### config.mk
export PLATFORM = sky130hd
export DESIGN_NAME = uart_alu_top
export DESIGN_NICKNAME = d
export VERILOG_FILES = /design/src/design/alu_pkg.sv /design/src/design/uart_pkg.sv /design/src/design/uart_alu_top.sv /design/src/design/alu_frame_ctrl.sv /design/src/design/alu.sv /design/src/design/uart_tx.sv /design/src/design/uart_rx.sv /design/src/design/baud_tick_gen.sv
export VERILOG_INCLUDE_DIRS = /design/src /design/src/design
export SDC_FILE = /design/constraint.sdc
export NUM_CORES = 1
export LEC_CHECK = 0
export ABC_AREA = 1
export BUFFER_PORTS_ARGS = -buffer_cell sky130_fd_sc_hd__buf_2
export CORE_MARGIN = 2
export CORE_UTILIZATION = 57
export DETAILED_ROUTE_END_ITERATION = 7
export PLACE_DENSITY = 0.73
export SYNTH_ARGS = -nofsm -noshare
export SYNTH_HDL_FRONTEND = slang
export SYNTH_HIERARCHICAL = 1
export SYNTH_SLANG_ARGS = --single-unit
### constraint.sdc
create_clock -name clk -period 5.2 [get_ports clk]
set_input_delay 1.04 -clock clk [delete_from_list [all_inputs] [get_ports clk]]
set_output_delay 1.04 -clock clk [all_outputs]
set_load 0.02 [all_outputs]
### src/design/uart_defines.svh
`ifndef UART_DEFINES_SVH
`define UART_DEFINES_SVH

// Line timing constants shared by the serial blocks

// clk cycles per oversampling tick
// Small value keeps simulation short
// Needs to be at least 2
`define UART_BAUD_DIV 4

// Ticks per bit on the line
`define UART_OVERSAMPLE 16

// Data bits per character, no parity
`define UART_DATA_BITS 8

`endif
### src/design/alu_pkg.sv
`default_nettype none

package alu_pkg;

	// One operand or result byte
	typedef logic [7:0] word_t;

	// Operation codes as sent on the wire
	typedef enum logic [7:0]
	{
		OP_ADD = 8'h20,
		OP_SUB = 8'h22,
		OP_AND = 8'h24,
		OP_OR  = 8'h25,
		OP_XOR = 8'h26,
		OP_NOR = 8'h27,
		OP_SRL = 8'h02,
		OP_SRA = 8'h03
	} opcode_t;

	// Byte collection FSM
	typedef enum logic [1:0]
	{
		WAIT_A  = 2'd0,
		WAIT_B  = 2'd1,
		WAIT_OP = 2'd2,
		SEND    = 2'd3
	} frame_state_t;

endpackage

`default_nettype wire

### src/design/uart_pkg.sv
`default_nettype none

package uart_pkg;

	// Receiver FSM states
	typedef enum logic [1:0]
	{
		RX_IDLE  = 2'd0,
		RX_START = 2'd1,
		RX_DATA  = 2'd2,
		RX_STOP  = 2'd3
	} rx_state_t;

	// Transmitter FSM states
	typedef enum logic [1:0]
	{
		TX_IDLE  = 2'd0,
		TX_START = 2'd1,
		TX_DATA  = 2'd2,
		TX_STOP  = 2'd3
	} tx_state_t;

endpackage

`default_nettype wire

### src/design/uart_alu_top.sv
`timescale 1ns/1ps
`default_nettype none

module uart_alu_top
(
	input  wire  clk,
	input  wire  reset,
	input  wire  rx_line,
	output logic tx_line
);

	import alu_pkg::*;

	logic    tick;
	word_t   rx_data;
	logic    rx_done;
	word_t   operand_a;
	word_t   operand_b;
	opcode_t opcode;
	word_t   result;
	word_t   tx_data;
	logic    tx_start;
	logic    tx_busy;

	// Shared 16x tick for both directions
	baud_tick_gen u_tick
	(
		.clk   (clk),
		.reset (reset),
		.tick  (tick)
	);

	uart_rx u_rx
	(
		.clk     (clk),
		.reset   (reset),
		.tick    (tick),
		.rx_line (rx_line),
		.rx_data (rx_data),
		.rx_done (rx_done)
	);

	// Three bytes in, one result out
	alu_frame_ctrl u_ctrl
	(
		.clk       (clk),
		.reset     (reset),
		.rx_data   (rx_data),
		.rx_done   (rx_done),
		.tx_busy   (tx_busy),
		.result    (result),
		.operand_a (operand_a),
		.operand_b (operand_b),
		.opcode    (opcode),
		.tx_data   (tx_data),
		.tx_start  (tx_start)
	);

	alu u_alu
	(
		.operand_a (operand_a),
		.operand_b (operand_b),
		.opcode    (opcode),
		.result    (result)
	);

	uart_tx u_tx
	(
		.clk      (clk),
		.reset    (reset),
		.tick     (tick),
		.tx_start (tx_start),
		.tx_data  (tx_data),
		.tx_line  (tx_line),
		.tx_busy  (tx_busy)
	);

endmodule

`default_nettype wire

### src/design/alu_frame_ctrl.sv
`timescale 1ns/1ps
`default_nettype none

module alu_frame_ctrl
(
	input  wire              clk,
	input  wire              reset,
	input  alu_pkg::word_t   rx_data,
	input  wire              rx_done,
	input  wire              tx_busy,
	input  alu_pkg::word_t   result,
	output alu_pkg::word_t   operand_a,
	output alu_pkg::word_t   operand_b,
	output alu_pkg::opcode_t opcode,
	output alu_pkg::word_t   tx_data,
	output logic             tx_start
);

	import alu_pkg::*;

	frame_state_t state;

	// Byte that came in while a result was still waiting
	word_t held_a;
	logic  a_held;

	logic launch;

	// Result goes out as soon as the transmitter is free
	assign launch = (state == SEND) && !tx_busy;

	//////////////////////////////
	// Frame sequencing
	//////////////////////////////

	always_ff @(posedge clk)
	begin
		if (reset)
		begin
			state    <= WAIT_A;
			a_held   <= 1'b0;
			tx_start <= 1'b0;
		end
		else
		begin
			tx_start <= launch;
			case (state)
				WAIT_A:  if (rx_done) state <= WAIT_B;
				WAIT_B:  if (rx_done) state <= WAIT_OP;
				WAIT_OP: if (rx_done) state <= SEND;
				SEND:
				begin
					if (launch)
					begin
						// Early byte already counts as the next A
						state  <= (a_held || rx_done) ? WAIT_B : WAIT_A;
						a_held <= 1'b0;
					end
					else if (rx_done)
						a_held <= 1'b1;
				end
			endcase
		end
	end

	// Operand and result registers
	always_ff @(posedge clk)
	begin
		if (rx_done)
		begin
			case (state)
				WAIT_A:  operand_a <= rx_data;
				WAIT_B:  operand_b <= rx_data;
				WAIT_OP: opcode    <= opcode_t'(rx_data);
				SEND:    held_a    <= rx_data;
			endcase
		end
		if (launch)
		begin
			tx_data <= result;
			if (a_held)
				operand_a <= held_a;
			else if (rx_done)
				operand_a <= rx_data;
		end
	end

endmodule

`default_nettype wire

### src/design/alu.sv
`timescale 1ns/1ps
`default_nettype none

module alu
(
	input  alu_pkg::word_t   operand_a,
	input  alu_pkg::word_t   operand_b,
	input  alu_pkg::opcode_t opcode,
	output alu_pkg::word_t   result
);

	import alu_pkg::*;

	// Shift amount, only the low bits of B matter
	logic [2:0] shamt;

	assign shamt = operand_b[2:0];

	always_comb
	begin
		case (opcode)
			// Arithmetic wraps at eight bits
			OP_ADD: result = operand_a + operand_b;
			OP_SUB: result = operand_a - operand_b;
			// Bitwise
			OP_AND: result = operand_a & operand_b;
			OP_OR:  result = operand_a | operand_b;
			OP_XOR: result = operand_a ^ operand_b;
			OP_NOR: result = ~(operand_a | operand_b);
			// Logical shift fills with zeros
			OP_SRL: result = operand_a >> shamt;
			// Arithmetic shift copies the sign bit
			OP_SRA: result = word_t'($signed(operand_a) >>> shamt);
			// Unknown codes still get a reply
			default: result = '0;
		endcase
	end

endmodule

`default_nettype wire

### src/design/uart_tx.sv
`timescale 1ns/1ps
`default_nettype none
`include "uart_defines.svh"

module uart_tx
(
	input  wire            clk,
	input  wire            reset,
	input  wire            tick,
	input  wire            tx_start,
	input  alu_pkg::word_t tx_data,
	output logic           tx_line,
	output logic           tx_busy
);

	import uart_pkg::*;
	import alu_pkg::*;

	localparam int TICK_W = $clog2(`UART_OVERSAMPLE);
	localparam int BIT_W  = $clog2(`UART_DATA_BITS);
	localparam logic [TICK_W-1:0] TICK_LAST = TICK_W'(`UART_OVERSAMPLE - 1);
	localparam logic [BIT_W-1:0]  BIT_LAST  = BIT_W'(`UART_DATA_BITS - 1);

	tx_state_t         state;
	logic [TICK_W-1:0] tick_cnt;
	logic [BIT_W-1:0]  bit_cnt;
	word_t             shift;

	//////////////////////////////
	// Bit sequencer
	//////////////////////////////

	always_ff @(posedge clk)
	begin
		if (reset)
		begin
			state    <= TX_IDLE;
			tick_cnt <= '0;
			bit_cnt  <= '0;
			tx_busy  <= 1'b0;
		end
		else
		begin
			case (state)
				TX_IDLE:
				begin
					tick_cnt <= '0;
					bit_cnt  <= '0;
					if (tx_start)
						tx_busy <= 1'b1;
					// Start bit begins on the next tick
					if (tx_busy && tick)
						state <= TX_START;
				end
				TX_START:
				begin
					if (tick)
					begin
						tick_cnt <= tick_cnt + 1'b1;
						if (tick_cnt == TICK_LAST)
							state <= TX_DATA;
					end
				end
				TX_DATA:
				begin
					if (tick)
					begin
						tick_cnt <= tick_cnt + 1'b1;
						if (tick_cnt == TICK_LAST)
						begin
							if (bit_cnt == BIT_LAST)
								state <= TX_STOP;
							else
								bit_cnt <= bit_cnt + 1'b1;
						end
					end
				end
				TX_STOP:
				begin
					if (tick)
					begin
						tick_cnt <= tick_cnt + 1'b1;
						// Busy drops once the full stop bit is out
						if (tick_cnt == TICK_LAST)
						begin
							state   <= TX_IDLE;
							tx_busy <= 1'b0;
						end
					end
				end
			endcase
		end
	end

	// Shift register, bit zero is always the one on the line
	always_ff @(posedge clk)
	begin
		if (state == TX_IDLE && tx_start)
			shift <= tx_data;
		else if (state == TX_DATA && tick && tick_cnt == TICK_LAST)
			shift <= shift >> 1;
	end

	// Line level follows the state
	always_comb
	begin
		case (state)
			TX_START: tx_line = 1'b0;
			TX_DATA:  tx_line = shift[0];
			default:  tx_line = 1'b1;
		endcase
	end

endmodule

`default_nettype wire

### src/design/uart_rx.sv
`timescale 1ns/1ps
`default_nettype none
`include "uart_defines.svh"

module uart_rx
(
	input  wire            clk,
	input  wire            reset,
	input  wire            tick,
	input  wire            rx_line,
	output alu_pkg::word_t rx_data,
	output logic           rx_done
);

	import uart_pkg::*;
	import alu_pkg::*;

	localparam int TICK_W = $clog2(`UART_OVERSAMPLE);
	localparam int BIT_W  = $clog2(`UART_DATA_BITS);

	// Start bit checked half way, data bits a full bit apart
	localparam logic [TICK_W-1:0] TICK_HALF = TICK_W'(`UART_OVERSAMPLE / 2 - 1);
	localparam logic [TICK_W-1:0] TICK_LAST = TICK_W'(`UART_OVERSAMPLE - 1);
	localparam logic [BIT_W-1:0]  BIT_LAST  = BIT_W'(`UART_DATA_BITS - 1);

	//////////////////////////////
	// Line synchronizer
	//////////////////////////////

	logic rx_meta;
	logic rx_sync;
	logic rx_prev;

	// Idle line is high, so reset to one to avoid a false edge
	always_ff @(posedge clk)
	begin
		if (reset)
		begin
			rx_meta <= 1'b1;
			rx_sync <= 1'b1;
			rx_prev <= 1'b1;
		end
		else
		begin
			rx_meta <= rx_line;
			rx_sync <= rx_meta;
			rx_prev <= rx_sync;
		end
	end

	//////////////////////////////
	// Oversampling FSM
	//////////////////////////////

	rx_state_t         state;
	logic [TICK_W-1:0] tick_cnt;
	logic [BIT_W-1:0]  bit_cnt;
	word_t             buffer;

	always_ff @(posedge clk)
	begin
		if (reset)
		begin
			state    <= RX_IDLE;
			tick_cnt <= '0;
			bit_cnt  <= '0;
			rx_done  <= 1'b0;
		end
		else
		begin
			rx_done <= 1'b0;
			case (state)
				RX_IDLE:
				begin
					// Falling edge starts a frame
					tick_cnt <= '0;
					bit_cnt  <= '0;
					if (rx_prev && !rx_sync)
						state <= RX_START;
				end
				RX_START:
				begin
					if (tick)
					begin
						if (tick_cnt == TICK_HALF)
						begin
							tick_cnt <= '0;
							// Still low in mid start bit, else a glitch
							state <= rx_sync ? RX_IDLE : RX_DATA;
						end
						else
							tick_cnt <= tick_cnt + 1'b1;
					end
				end
				RX_DATA:
				begin
					if (tick)
					begin
						if (tick_cnt == TICK_LAST)
						begin
							tick_cnt <= '0;
							if (bit_cnt == BIT_LAST)
								state <= RX_STOP;
							else
								bit_cnt <= bit_cnt + 1'b1;
						end
						else
							tick_cnt <= tick_cnt + 1'b1;
					end
				end
				RX_STOP:
				begin
					// Stop value not checked, strobe and re-arm
					if (tick)
					begin
						if (tick_cnt == TICK_LAST)
						begin
							rx_done <= 1'b1;
							state   <= RX_IDLE;
						end
						else
							tick_cnt <= tick_cnt + 1'b1;
					end
				end
			endcase
		end
	end

	// Data path, LSB arrives first so shift in from the top
	always_ff @(posedge clk)
	begin
		if (state == RX_DATA && tick && tick_cnt == TICK_LAST)
			buffer <= {rx_sync, buffer[$bits(word_t)-1:1]};
		if (state == RX_STOP && tick && tick_cnt == TICK_LAST)
			rx_data <= buffer;
	end

endmodule

`default_nettype wire

### src/design/baud_tick_gen.sv
`timescale 1ns/1ps
`default_nettype none
`include "uart_defines.svh"

module baud_tick_gen
(
	input  wire  clk,
	input  wire  reset,
	output logic tick
);

	localparam int DIV   = `UART_BAUD_DIV;
	localparam int CNT_W = (DIV > 2) ? $clog2(DIV) : 1;
	localparam logic [CNT_W-1:0] RELOAD = CNT_W'(DIV - 1);

	logic [CNT_W-1:0] count;

	// Down counter, reload when empty
	// Tick registered on the step from one to zero
	always_ff @(posedge clk)
	begin
		if (reset)
		begin
			count <= '0;
			tick  <= 1'b0;
		end
		else
		begin
			if (count == '0)
				count <= RELOAD;
			else
				count <= count - 1'b1;
			tick <= (count == CNT_W'(1));
		end
	end

endmodule

`default_nettype wire

==> reports/results.txt, run 1 <==
vias per inst - 5.38
Post-Synth XOR/XNOR Area - 0.00953
Net Sw Frac - 0.286
Compound-Gate Fraction of Synth Area - 0.0781
layout cells sized above 1 - 0.116
DR WL/cell - 14.2 microns
Post-Syn Nets - 689
critical path's slowest cell - edfxtp_1
DIE AREA - 10,500 sq um
via count - 4,209
Initial Utilization - 0.591
Max Cap Viol - 0
Mean Syn Cell Area - 8.59 sq um
# port buffers - 3
Antenna Violating Nets Remaining - 0
pin count of the biggest net entering global routing - 22
Post-Route WL - 11.1 mm
Die Ht - 102 microns
Setup CP Type - flip-flop to flip-flop
HPWL Detailed - 8.38 mm
Layout Utilization - 0.624
critical-path cell list - inv_1 > nand2_1 > nor2_4 > nand2_2 > inv_2 > nor2_1 > xor2_1 > ha_1 > nand2_1 > inv_1 > o21ai_0 > nand4_1 > nand3_1 > nand3_1
Top Layer Used - met4
largest stage delay on the critical path - 0.41 ns
Power Dens Cells - 254 nW/um^2
# hold bufs at CTS - 0
M1 WL - 4.96 mm
share of the synthesized area in the top cell type - 0.349
final setup vio count - 0
Synth Register Bits - 94
Post-Route Skew - 0.0192 ns
Final Critical Period - 2.79 ns
Clock power frac - 0.315
max-slew violation count - 0
Non-Filler Instances - 782
postcts setup bufs - 0
layout net count - 695
synthesized cell area - 5510 sq um
Post-Synth Adder-Cell Area - 0.101
worst-case clock buffer depth - 2
most common cell in the synthesized netlist - nand2_1
routability cong. - 0.936
routed wl met3 - 556 microns
internal power - 1.05 mW
leading area contributor after synthesis - edfxtp_1
RSZ-0062 raised after global routing - false
TritonCTS Buffers - 9
final worst slack - 2.41 ns
setup TNS - 0 ns
DRT Pass-1 Iters - 6
Post-synth ARST share - 0
crit share post-route - 0.536
Place WS - 2.49 ns
leakage power - 2.53 nW
largest family of logic cells by synthesized area - simple AND/OR/NAND/NOR gates
simple-gate area share of the yosys netlist - 0.263
Post-synth top cells - nand2_1, inv_1, edfxtp_1, nor2_1, nand3_1
Slew HR - 0.312
width of the chip - 102 microns
initial antenna violation count - 0
synth-to-layout area growth - 5.49%
vias in the first global route - 4,000
# placed instances - 766
clock insertion delay at the later pin of the skew report - 0.38 ns
clock sink total - 94
Startpoint Class - flip-flop
Top Ports - 4
critical-path maximum fanout - 21
Worst-path clk slew - 0.11 ns
slew at the pin closest to its max-slew limit - 1.02 ns
crit path DAT - 2.93 ns
post_cts resized - 0
Peak VDD IR - 0.000187 V
EDFF count, synth - 64
number of diodes - 0
CTS tree - done
total gr overflow - 0
CP endpoint kind - flip-flop
met2 routed WL - 5.24 mm
Seq/Total Area, Yosys - 0.457
row cnt - 35
Total Routing Usage GR - 0.237
Residual DRC - 0
status - completed
Flop pwr share - 0.560
Post-Syn Instances - 642
first-pass GRT wire length - 18.9 mm
# H-tree levels - 3
synth top area cells - edfxtp_1, dfxtp_1, ha_1
net switching power - 422 uW
Combinational Power Share - 0.125
worst min path class - flip-flop to flip-flop
Worst EP required - 5.34 ns
post-synthesis cell type count - 44
Final Hold Fails - 0
mux contribution to synthesized area - 0.0143
Max Fclk - 359 MHz
CTS Root Cell - clkbuf_8
Yosys warning count - 6
initial DRC count - 297
Synth Flop Type - edfxtp_1
core area - 9330 sq um
[power groups by stage]
| stage | sequential (mW) | combinational [mW] | clock, mW |
|---|---|---|---|
| 2_1_floorplan | 0.835 | 0.151 | 0 |
| 5_1_grt | 0.831 | 0.215 | 0.504 |
| 3_3_place_gp | 0.842 | 0.174 | 0 |
| 6_report | 0.826 | 0.184 | 0.465 |
| 4_1_cts | 0.826 | 0.183 | 0.475 |
| 3_5_place_dp | 0.844 | 0.180 | 0 |
[layout make-up]
class,count,area (sq um)
Tap cell,129,161
Fill cell,779,3510
Inverter,93,359
Clock buffer,9,124
Timing Repair Buffer,3,15.0
Sequential cell,94,2520
Multi-Input combinational cell,447,2570
Clock inverter,7,62.6
[stage by stage]
step / cell area (sq um) / power (mW) / hold slack (ns)
4_1_cts: 5820 / 1.48 / 0.427
6_report: 5820 / 1.48 / 0.422
3_5_place_dp: 5630 / 1.02 / 0.404
5_1_grt: 5820 / 1.55 / 0.437
3_3_place_gp: 5630 / 1.02 / 0.397
2_1_floorplan: 5510 / 0.986 / 0.389
[final timing paths]
path / startpoint / endpoint / slack (ns) / cells past startpoint
max: u_ctrl/opcode[4] / u_ctrl/tx_data[6] / 2.41 / 14
min: u_rx/rx_meta / u_rx/rx_sync / 0.42 / 1
max reg2reg: u_ctrl/opcode[4] / u_ctrl/tx_data[6] / 2.41 / 14
min reg2reg: u_rx/rx_meta / u_rx/rx_sync / 0.42 / 1
[sequential cells by signal, indices dropped and copies added (netlist names), 4 cells and up, named ones only]
| register | flops |
|---|---|
| u_ctrl/held_a | 8 |
| u_ctrl/opcode | 8 |
| u_ctrl/operand_b | 8 |
| u_ctrl/tx_data | 8 |
| u_rx/buffer | 8 |
| u_rx/rx_data | 8 |
| u_rx/tick_cnt | 4 |
| u_tx/shift | 8 |
| u_tx/tick_cnt | 4 |
[kinds of logic after synthesis]
kind of cell,Yosys count
XOR/XNOR,6
multiplexers,7
flip-flops,94
buffers and inverters,101
AO/OA/AOI/OAI,76
adder cells (fa/ha/maj),44
AND/OR/NAND/NOR,314
[placed cells by master, fill, tap and decap left out, types with 4 or more instances in the layout]
| master | n |
|---|---|
| mux2_2 | 7 |
| ha_1 | 43 |
| a21oi_1 | 28 |
| nand2_1 | 134 |
| inv_2 | 10 |
| o21ai_1 | 10 |
| o21ai_0 | 22 |
| inv_1 | 80 |
| nand2_2 | 8 |
| xor2_1 | 6 |
| edfxtp_1 | 64 |
| nand2_4 | 4 |
| nor2_2 | 8 |
| nand3_1 | 61 |
| clkbuf_8 | 9 |
| dfxtp_1 | 30 |
| nor2_1 | 64 |
| nand4_1 | 8 |
| nor2_4 | 6 |
| nor3_1 | 5 |
[metal layers]
metal	global-route usage	up-vias
met2	0.382	111
met4	0.101	0
met5	0	-
met1	0.310	1938
li1	-	2130
met3	0.0520	30
[worst max-delay path, delay by kind of cell, from the launching register on]
| family | cells | cell delay, ns |
|---|---|---|
| compound gates | 1 | 0.21 |
| simple gates | 8 | 1.15 |
| xor+xnor | 1 | 0.14 |
| flops | 1 | 0.41 |
| fa+ha+maj | 1 | 0.37 |
| buf+inv | 3 | 0.26 |
Note: power is estimated with default switching activity, not from simulation.
==> run 2: changes to the inputs <==
PLACE_DENSITY = 0.76   (was 0.73)
clock period = 2.4 ns   (was 5.2 ns; I/O delays follow)
==> run 2 against run 1 <==
  * Clock-buffer cell count did not move
  * Clock skew shrank 0.0060 ns
  * Core utilization is 1.7 points higher
  * Cell count grew 1.9%
  * Via count increased by 1.4%
==> reports/results.txt, run 2 (same netlist as run 1, synthesis figures left out) <==
# H-tree levels - 3 (unchanged)
critical-path maximum fanout - 3 (-86%)
row cnt - 35 (unchanged)
clock insertion delay at the later pin of the skew report - 0.37 ns (about the same)
crit path DAT - 2.49 ns (-0.44 ns)
Post-Route Skew - 0.0132 ns (-0.00600 ns)
DRT Pass-1 Iters - 5 (-1)
# placed instances - 777 (+1.4%)
critical path's slowest cell - edfxtp_1
initial DRC count - 220 (-26%)
Residual DRC - 0 (unchanged)
Total Routing Usage GR - 0.226 (-0.0107)
layout net count - 711 (+2.3%)
vias per inst - 5.36 (-0.51%)
Post-Route WL - 11.2 mm (+1.1%)
Non-Filler Instances - 797 (+1.9%)
number of diodes - 0 (unchanged)
final setup vio count - 0 (unchanged)
DIE AREA - 10,500 sq um (unchanged)
worst-case clock buffer depth - 2 (unchanged)
synth-to-layout area growth - 8.35%
# port buffers - 3 (unchanged)
initial antenna violation count - 0 (unchanged)
Power Dens Cells - 517 nW/um^2 (+100%)
Startpoint Class - flip-flop
layout cells sized above 1 - 0.153 (+0.0363)
TritonCTS Buffers - 9 (unchanged)
total gr overflow - 0 (unchanged)
Peak VDD IR - 0.000364 V (+95%)
vias in the first global route - 3,905 (-2.4%)
DR WL/cell - 14.1 microns (-0.83%)
CP endpoint kind - flip-flop
status - completed
max-slew violation count - 0 (unchanged)
Top Ports - 4 (unchanged)
RSZ-0062 raised after global routing - true
hold slack - 0.303 ns (-0.119 ns)
most frequent cells in the layout - nand2_1, inv_1, edfxtp_1, nor2_1, nand3_1
largest stage delay on the critical path - 0.42 ns (about the same)
clock sink total - 94 (unchanged)
Setup CP Type - flip-flop to flip-flop
Initial Utilization - 0.591 (unchanged)
Die Ht - 102 microns (unchanged)
critical-path cell list - inv_2 > ha_4 > inv_2 > nor3_2 > a31oi_1 > xor2_1 > ha_1 > nand2_2 > inv_1 > a21oi_2 > nand2_1 > inv_1 > nand2_1 > nand3_1 > nand2_1
Final Power - 3.09 mW (+110%)
first-pass GRT wire length - 18.2 mm (-4.1%)
Max Fclk - 422 MHz (+18%)
Most Frequent Cell on Critical Path - nand2_1
routability cong. - 0.966 (+3.2%)
leakage power - 2.60 nW (+2.7%)
via count - 4,268 (+1.4%)
Max Cap Viol - 0 (unchanged)
cell family with most CP delay - simple AND/OR/NAND/NOR gates
Final Hold Fails - 0 (unchanged)
crit share post-route - 0.987 (+0.451)
pin count of the biggest net entering global routing - 22 (unchanged)
CTS Root Cell - clkbuf_8
Fillers - 740 (-5.0%)
Antenna Violating Nets Remaining - 0 (unchanged)
Worst-path clk slew - 0.09 ns (-0.02 ns)
Layout Utilization - 0.641 (+0.0169)
width of the chip - 102 microns (unchanged)
multi-input logic area - 2630 sq um (+2.1%)
Final Critical Period - 2.37 ns (-0.419 ns)
storage element area - 2520 sq um (unchanged)
core area - 9330 sq um (unchanged)
commonest non-fill, non-tap cell in the layout - nand2_1
# hold bufs at CTS - 0 (unchanged)
WP buf/inv - 4 (+1)
Worst EP required - 2.52 ns (-2.82 ns)
CTS tree - done
Slew HR - 0.696 (+0.384)
HPWL Detailed - 8.45 mm (+0.88%)
worst min path class - input pin to flip-flop
slew at the pin closest to its max-slew limit - 0.453 ns (-0.570 ns)
==> run 2: area by class of cell <==
class / instances / area share
inverters: 93 / 0.0605
multi-input cells: 447 / 0.440
repair buffers: 19 / 0.0232
well taps: 129 / 0.0270
clock inverters: 6 / 0.00649
clock buffers: 9 / 0.0207
flip-flops and latches: 94 / 0.422
==> run 2: final timing paths <==
kind / from / endpoint / slack (ns) / depth (start not counted)
setup / recovery: u_ctrl/operand_b[0] / u_ctrl/tx_data[7] / 0.03 / 15
hold / removal: rx_line / u_rx/rx_meta / 0.30 / 2
setup reg to reg: u_ctrl/operand_b[0] / u_ctrl/tx_data[7] / 0.03 / 15
hold reg to reg: u_rx/rx_meta / u_rx/rx_sync / 0.42 / 1
==> run 2: stage by stage <==
stage / TNS (ns) / setup slack, ns / area (sq um)
after detailed placement: 0 / 0.0279 / 5710
after global placement: 0 / 0.0863 / 5710
after floorplan: 0 / 0.123 / 5510
after CTS: 0 / 0.0257 / 5880
final: 0 / 0.0322 / 5970
after global routing: -0.121 / -0.0620 / 5970
==> run 2: worst reg2reg max path, stage by stage, from the launching register on <==
cell and delay (ns):
edfxtp_1 0.42, inv_2 0.12, ha_4 0.13, inv_2 0.04, nor3_2 0.18, a31oi_1 0.12
xor2_1 0.18, ha_1 0.35, nand2_2 0.10, inv_1 0.05, a21oi_2 0.13, nand2_1 0.08
inv_1 0.05, nand2_1 0.05, nand3_1 0.07, nand2_1 0.05
==> run 2: repair_timing <==
| action | 4_1_cts | 5_1_grt |
|---|---|---|
| endpoints found under the setup margin | 0 | 6 |
| buffers inserted | 0 | 5 |
| gates resized for setup | 0 | 21 |
==> run 2: power by group <==
part           total, mW  internal, mW  switching (mW)
combinational      0.393         0.140           0.253
clock              0.901         0.369           0.532
sequential          1.79          1.74          0.0497
total               3.09          2.25           0.834
==> run 2: routing by layer <==
metal	vias up	GRT usage	share of wire	wire length, microns
li1	2167	-	-	-
met1	1968	0.290	0.44	4940
met3	32	0.0445	0.043	488
met4	0	0.0903	0.033	371
met2	101	0.377	0.48	5440
met5	-	0	0	0
==> run 3: changes to the inputs <==
--- a/config.mk
+++ b/config.mk
@@ -14,2 +14,4 @@
 export PLACE_DENSITY = 0.76
+export REMOVE_ABC_BUFFERS = 1
+export SLEW_MARGIN = 20
 export SYNTH_ARGS = -nofsm -noshare
==> constraint.sdc (replaced) <==
create_clock -name clk -period 2.4 [get_ports clk]
set_input_delay 0.12 -clock clk [delete_from_list [all_inputs] [get_ports clk]]
set_output_delay 0.12 -clock clk [all_outputs]
set_load 0.02 [all_outputs]
==> run 3 against run 2 <==
  * Total power increased by 5.3%
  * Critical path type unchanged
  * Largest power group unchanged
  * Non-clock buffer count increased by 7
  * Critical endpoint unchanged
  * Combinational power about the same
==> reports/results.txt, run 3 (same netlist as run 1, synthesis figures left out) <==
vias in the first global route - 4,059 (+3.9%)
Worst EP required - 2.53 ns (about the same)
CP endpoint kind - flip-flop
worst-case clock buffer depth - 2 (unchanged)
routability cong. - 0.930 (-3.6%)
RSZ-0062 raised after global routing - true
DRT Pass-1 Iters - 5 (unchanged)
Final Power - 3.25 mW (+5.3%)
width of the chip - 102 microns (unchanged)
synth-to-layout area growth - 11.0%
initial DRC count - 177 (-20%)
TritonCTS Buffers - 9 (unchanged)
Post-Route WL - 11.4 mm (+1.2%)
final setup vio count - 0 (unchanged)
layout cells sized above 1 - 0.170 (+0.0174)
most frequent cells in the layout - nand2_1, inv_1, edfxtp_1, nor2_1, nand3_1
first-pass GRT wire length - 18.4 mm (+1.3%)
number of diodes - 0 (unchanged)
Worst-path clk slew - 0.11 ns (+0.02 ns)
met1 Track Usage GR - 0.273 (-0.0172)
Die Ht - 102 microns (unchanged)
Total Routing Usage GR - 0.227 (+0.00132)
critical-path maximum fanout - 4 (+1)
# port buffers - 3 (unchanged)
core area - 9330 sq um (unchanged)
Layout Utilization - 0.656 (+0.0158)
leakage power - 2.68 nW (+3.2%)
row cnt - 35 (unchanged)
via count - 4,306 (+0.89%)
Startpoint Class - flip-flop
met2 usage - 0.403 (+0.0263)
DR WL/cell - 14.1 microns (+0.20%)
Top Ports - 4 (unchanged)
status - completed
pin count of the biggest net entering global routing - 22 (unchanged)
Antenna Violating Nets Remaining - 0 (unchanged)
# H-tree levels - 3 (unchanged)
Final Hold Fails - 0 (unchanged)
clock sink total - 94 (unchanged)
clock insertion delay at the later pin of the skew report - 0.38 ns (about the same)
initial antenna violation count - 0 (unchanged)
Most Crowded Layer GR - met2
Max Cap Viol - 0 (unchanged)
Residual DRC - 0 (unchanged)
HPWL Detailed - 8.41 mm (-0.43%)
Fillers - 760 (+2.7%)
total gr overflow - 0 (unchanged)
crit share post-route - 1.00 (+0.0133)
DIE AREA - 10,500 sq um (unchanged)
Post-Route Skew - 0.0152 ns (+0.00205 ns)
slew at the pin closest to its max-slew limit - 0.422 ns (-0.0313 ns)
Final Critical Period - 2.40 ns (+0.0319 ns)
crit path DAT - 2.53 ns (+0.04 ns)
CTS tree - done
layout net count - 718 (+0.98%)
Peak VDD IR - 0.000469 V (+29%)
worst min path class - input pin to flip-flop
Power Dens Cells - 531 nW/um^2 (+2.8%)
commonest non-fill, non-tap cell in the layout - nand2_1
met3 Track Usage GR - 0.0506 (+0.00616)
max-slew violation count - 0 (unchanged)
CTS Root Cell - clkbuf_8
Slew HR - 0.719 (+0.0225)
Initial Utilization - 0.591 (unchanged)
vias per inst - 5.35 (-0.11%)
Max Fclk - 417 MHz (-1.3%)
Setup CP Type - flip-flop to flip-flop
-- run 3: worst paths after layout --
kind / from / endpoint / slack [ns] / cells after the start
worst max-delay path: u_ctrl/operand_b[0] / u_ctrl/tx_data[7] / 0.0003 / 14
worst min-delay path: reset / u_tick/count[1] / 0.14 / 2
worst max register to register: u_ctrl/operand_b[0] / u_ctrl/tx_data[7] / 0.0003 / 14
worst min register to register: u_rx/buffer[0] / u_rx/rx_data[0] / 0.43 / 0
-- run 3: what timing repair did --
| item | in CTS | in global routing |
|---|---|---|
| hold buffers | 1 | 0 |
| setup buffers | 0 | 12 |
| endpoints found under the hold margin | 1 | 0 |
| resized for setup | 1 | 31 |
| setup endpoints to repair | 1 | 6 |
| pin swaps | 0 | 21 |
-- run 3: routing by layer --
layer / wire [microns] / vias up
li1: - / 2179
met1: 4790 / 1985
met2: 5740 / 115
met3: 553 / 27
met4: 287 / 0
met5: 0 / -
-- run 3: power by group --
group | leakage, nW | internal (mW) | total (mW) | switching [mW]
sequential | 0.810 | 1.74 | 1.79 | 0.0478
combinational | 1.76 | 0.141 | 0.395 | 0.254
clock | 0.105 | 0.421 | 1.07 | 0.645
-- run 3: layout make-up --
type / count / area, sq um / area share
clock buffer: 9 / 124 / 0.0202
clock inverter: 7 / 86.3 / 0.0141
tap: 129 / 161 / 0.0264
multi-input combinational: 447 / 2670 / 0.436
sequential: 94 / 2520 / 0.412
inverter: 93 / 367 / 0.0599
timing repair buffer: 26 / 194 / 0.0317
-- run 3: worst max-delay path, cell delays in order (launching register included) --
cell      delay (ns)
edfxtp_1        0.43
inv_2           0.11
ha_4            0.15
inv_4           0.04
nor3_4          0.20
a31oi_2         0.12
xor2_1          0.18
ha_1            0.36
nand2_2         0.08
nor2_1          0.12
nand2_1         0.07
nand2_1         0.08
nand3_1         0.08
nand3_1         0.09
nand2_1         0.05
-- run 3: stage by stage --
step / setup TNS (ns) / hold slack [ns] / setup slack [ns] / area [sq um] / std cells
2_1_floorplan: -0.0192 / 0.182 / -0.0192 / 5450 / 634
3_3_place_gp: 0 / 0.306 / 0.110 / 5710 / 776
3_5_place_dp: -0.00113 / 0.311 / -0.00113 / 5710 / 776
4_1_cts: 0 / 0.136 / 0.0191 / 5930 / 793
5_1_grt: -0.284 / 0.195 / -0.113 / 6120 / 805
6_report: 0 / 0.142 / 0.000284 / 6120 / 805
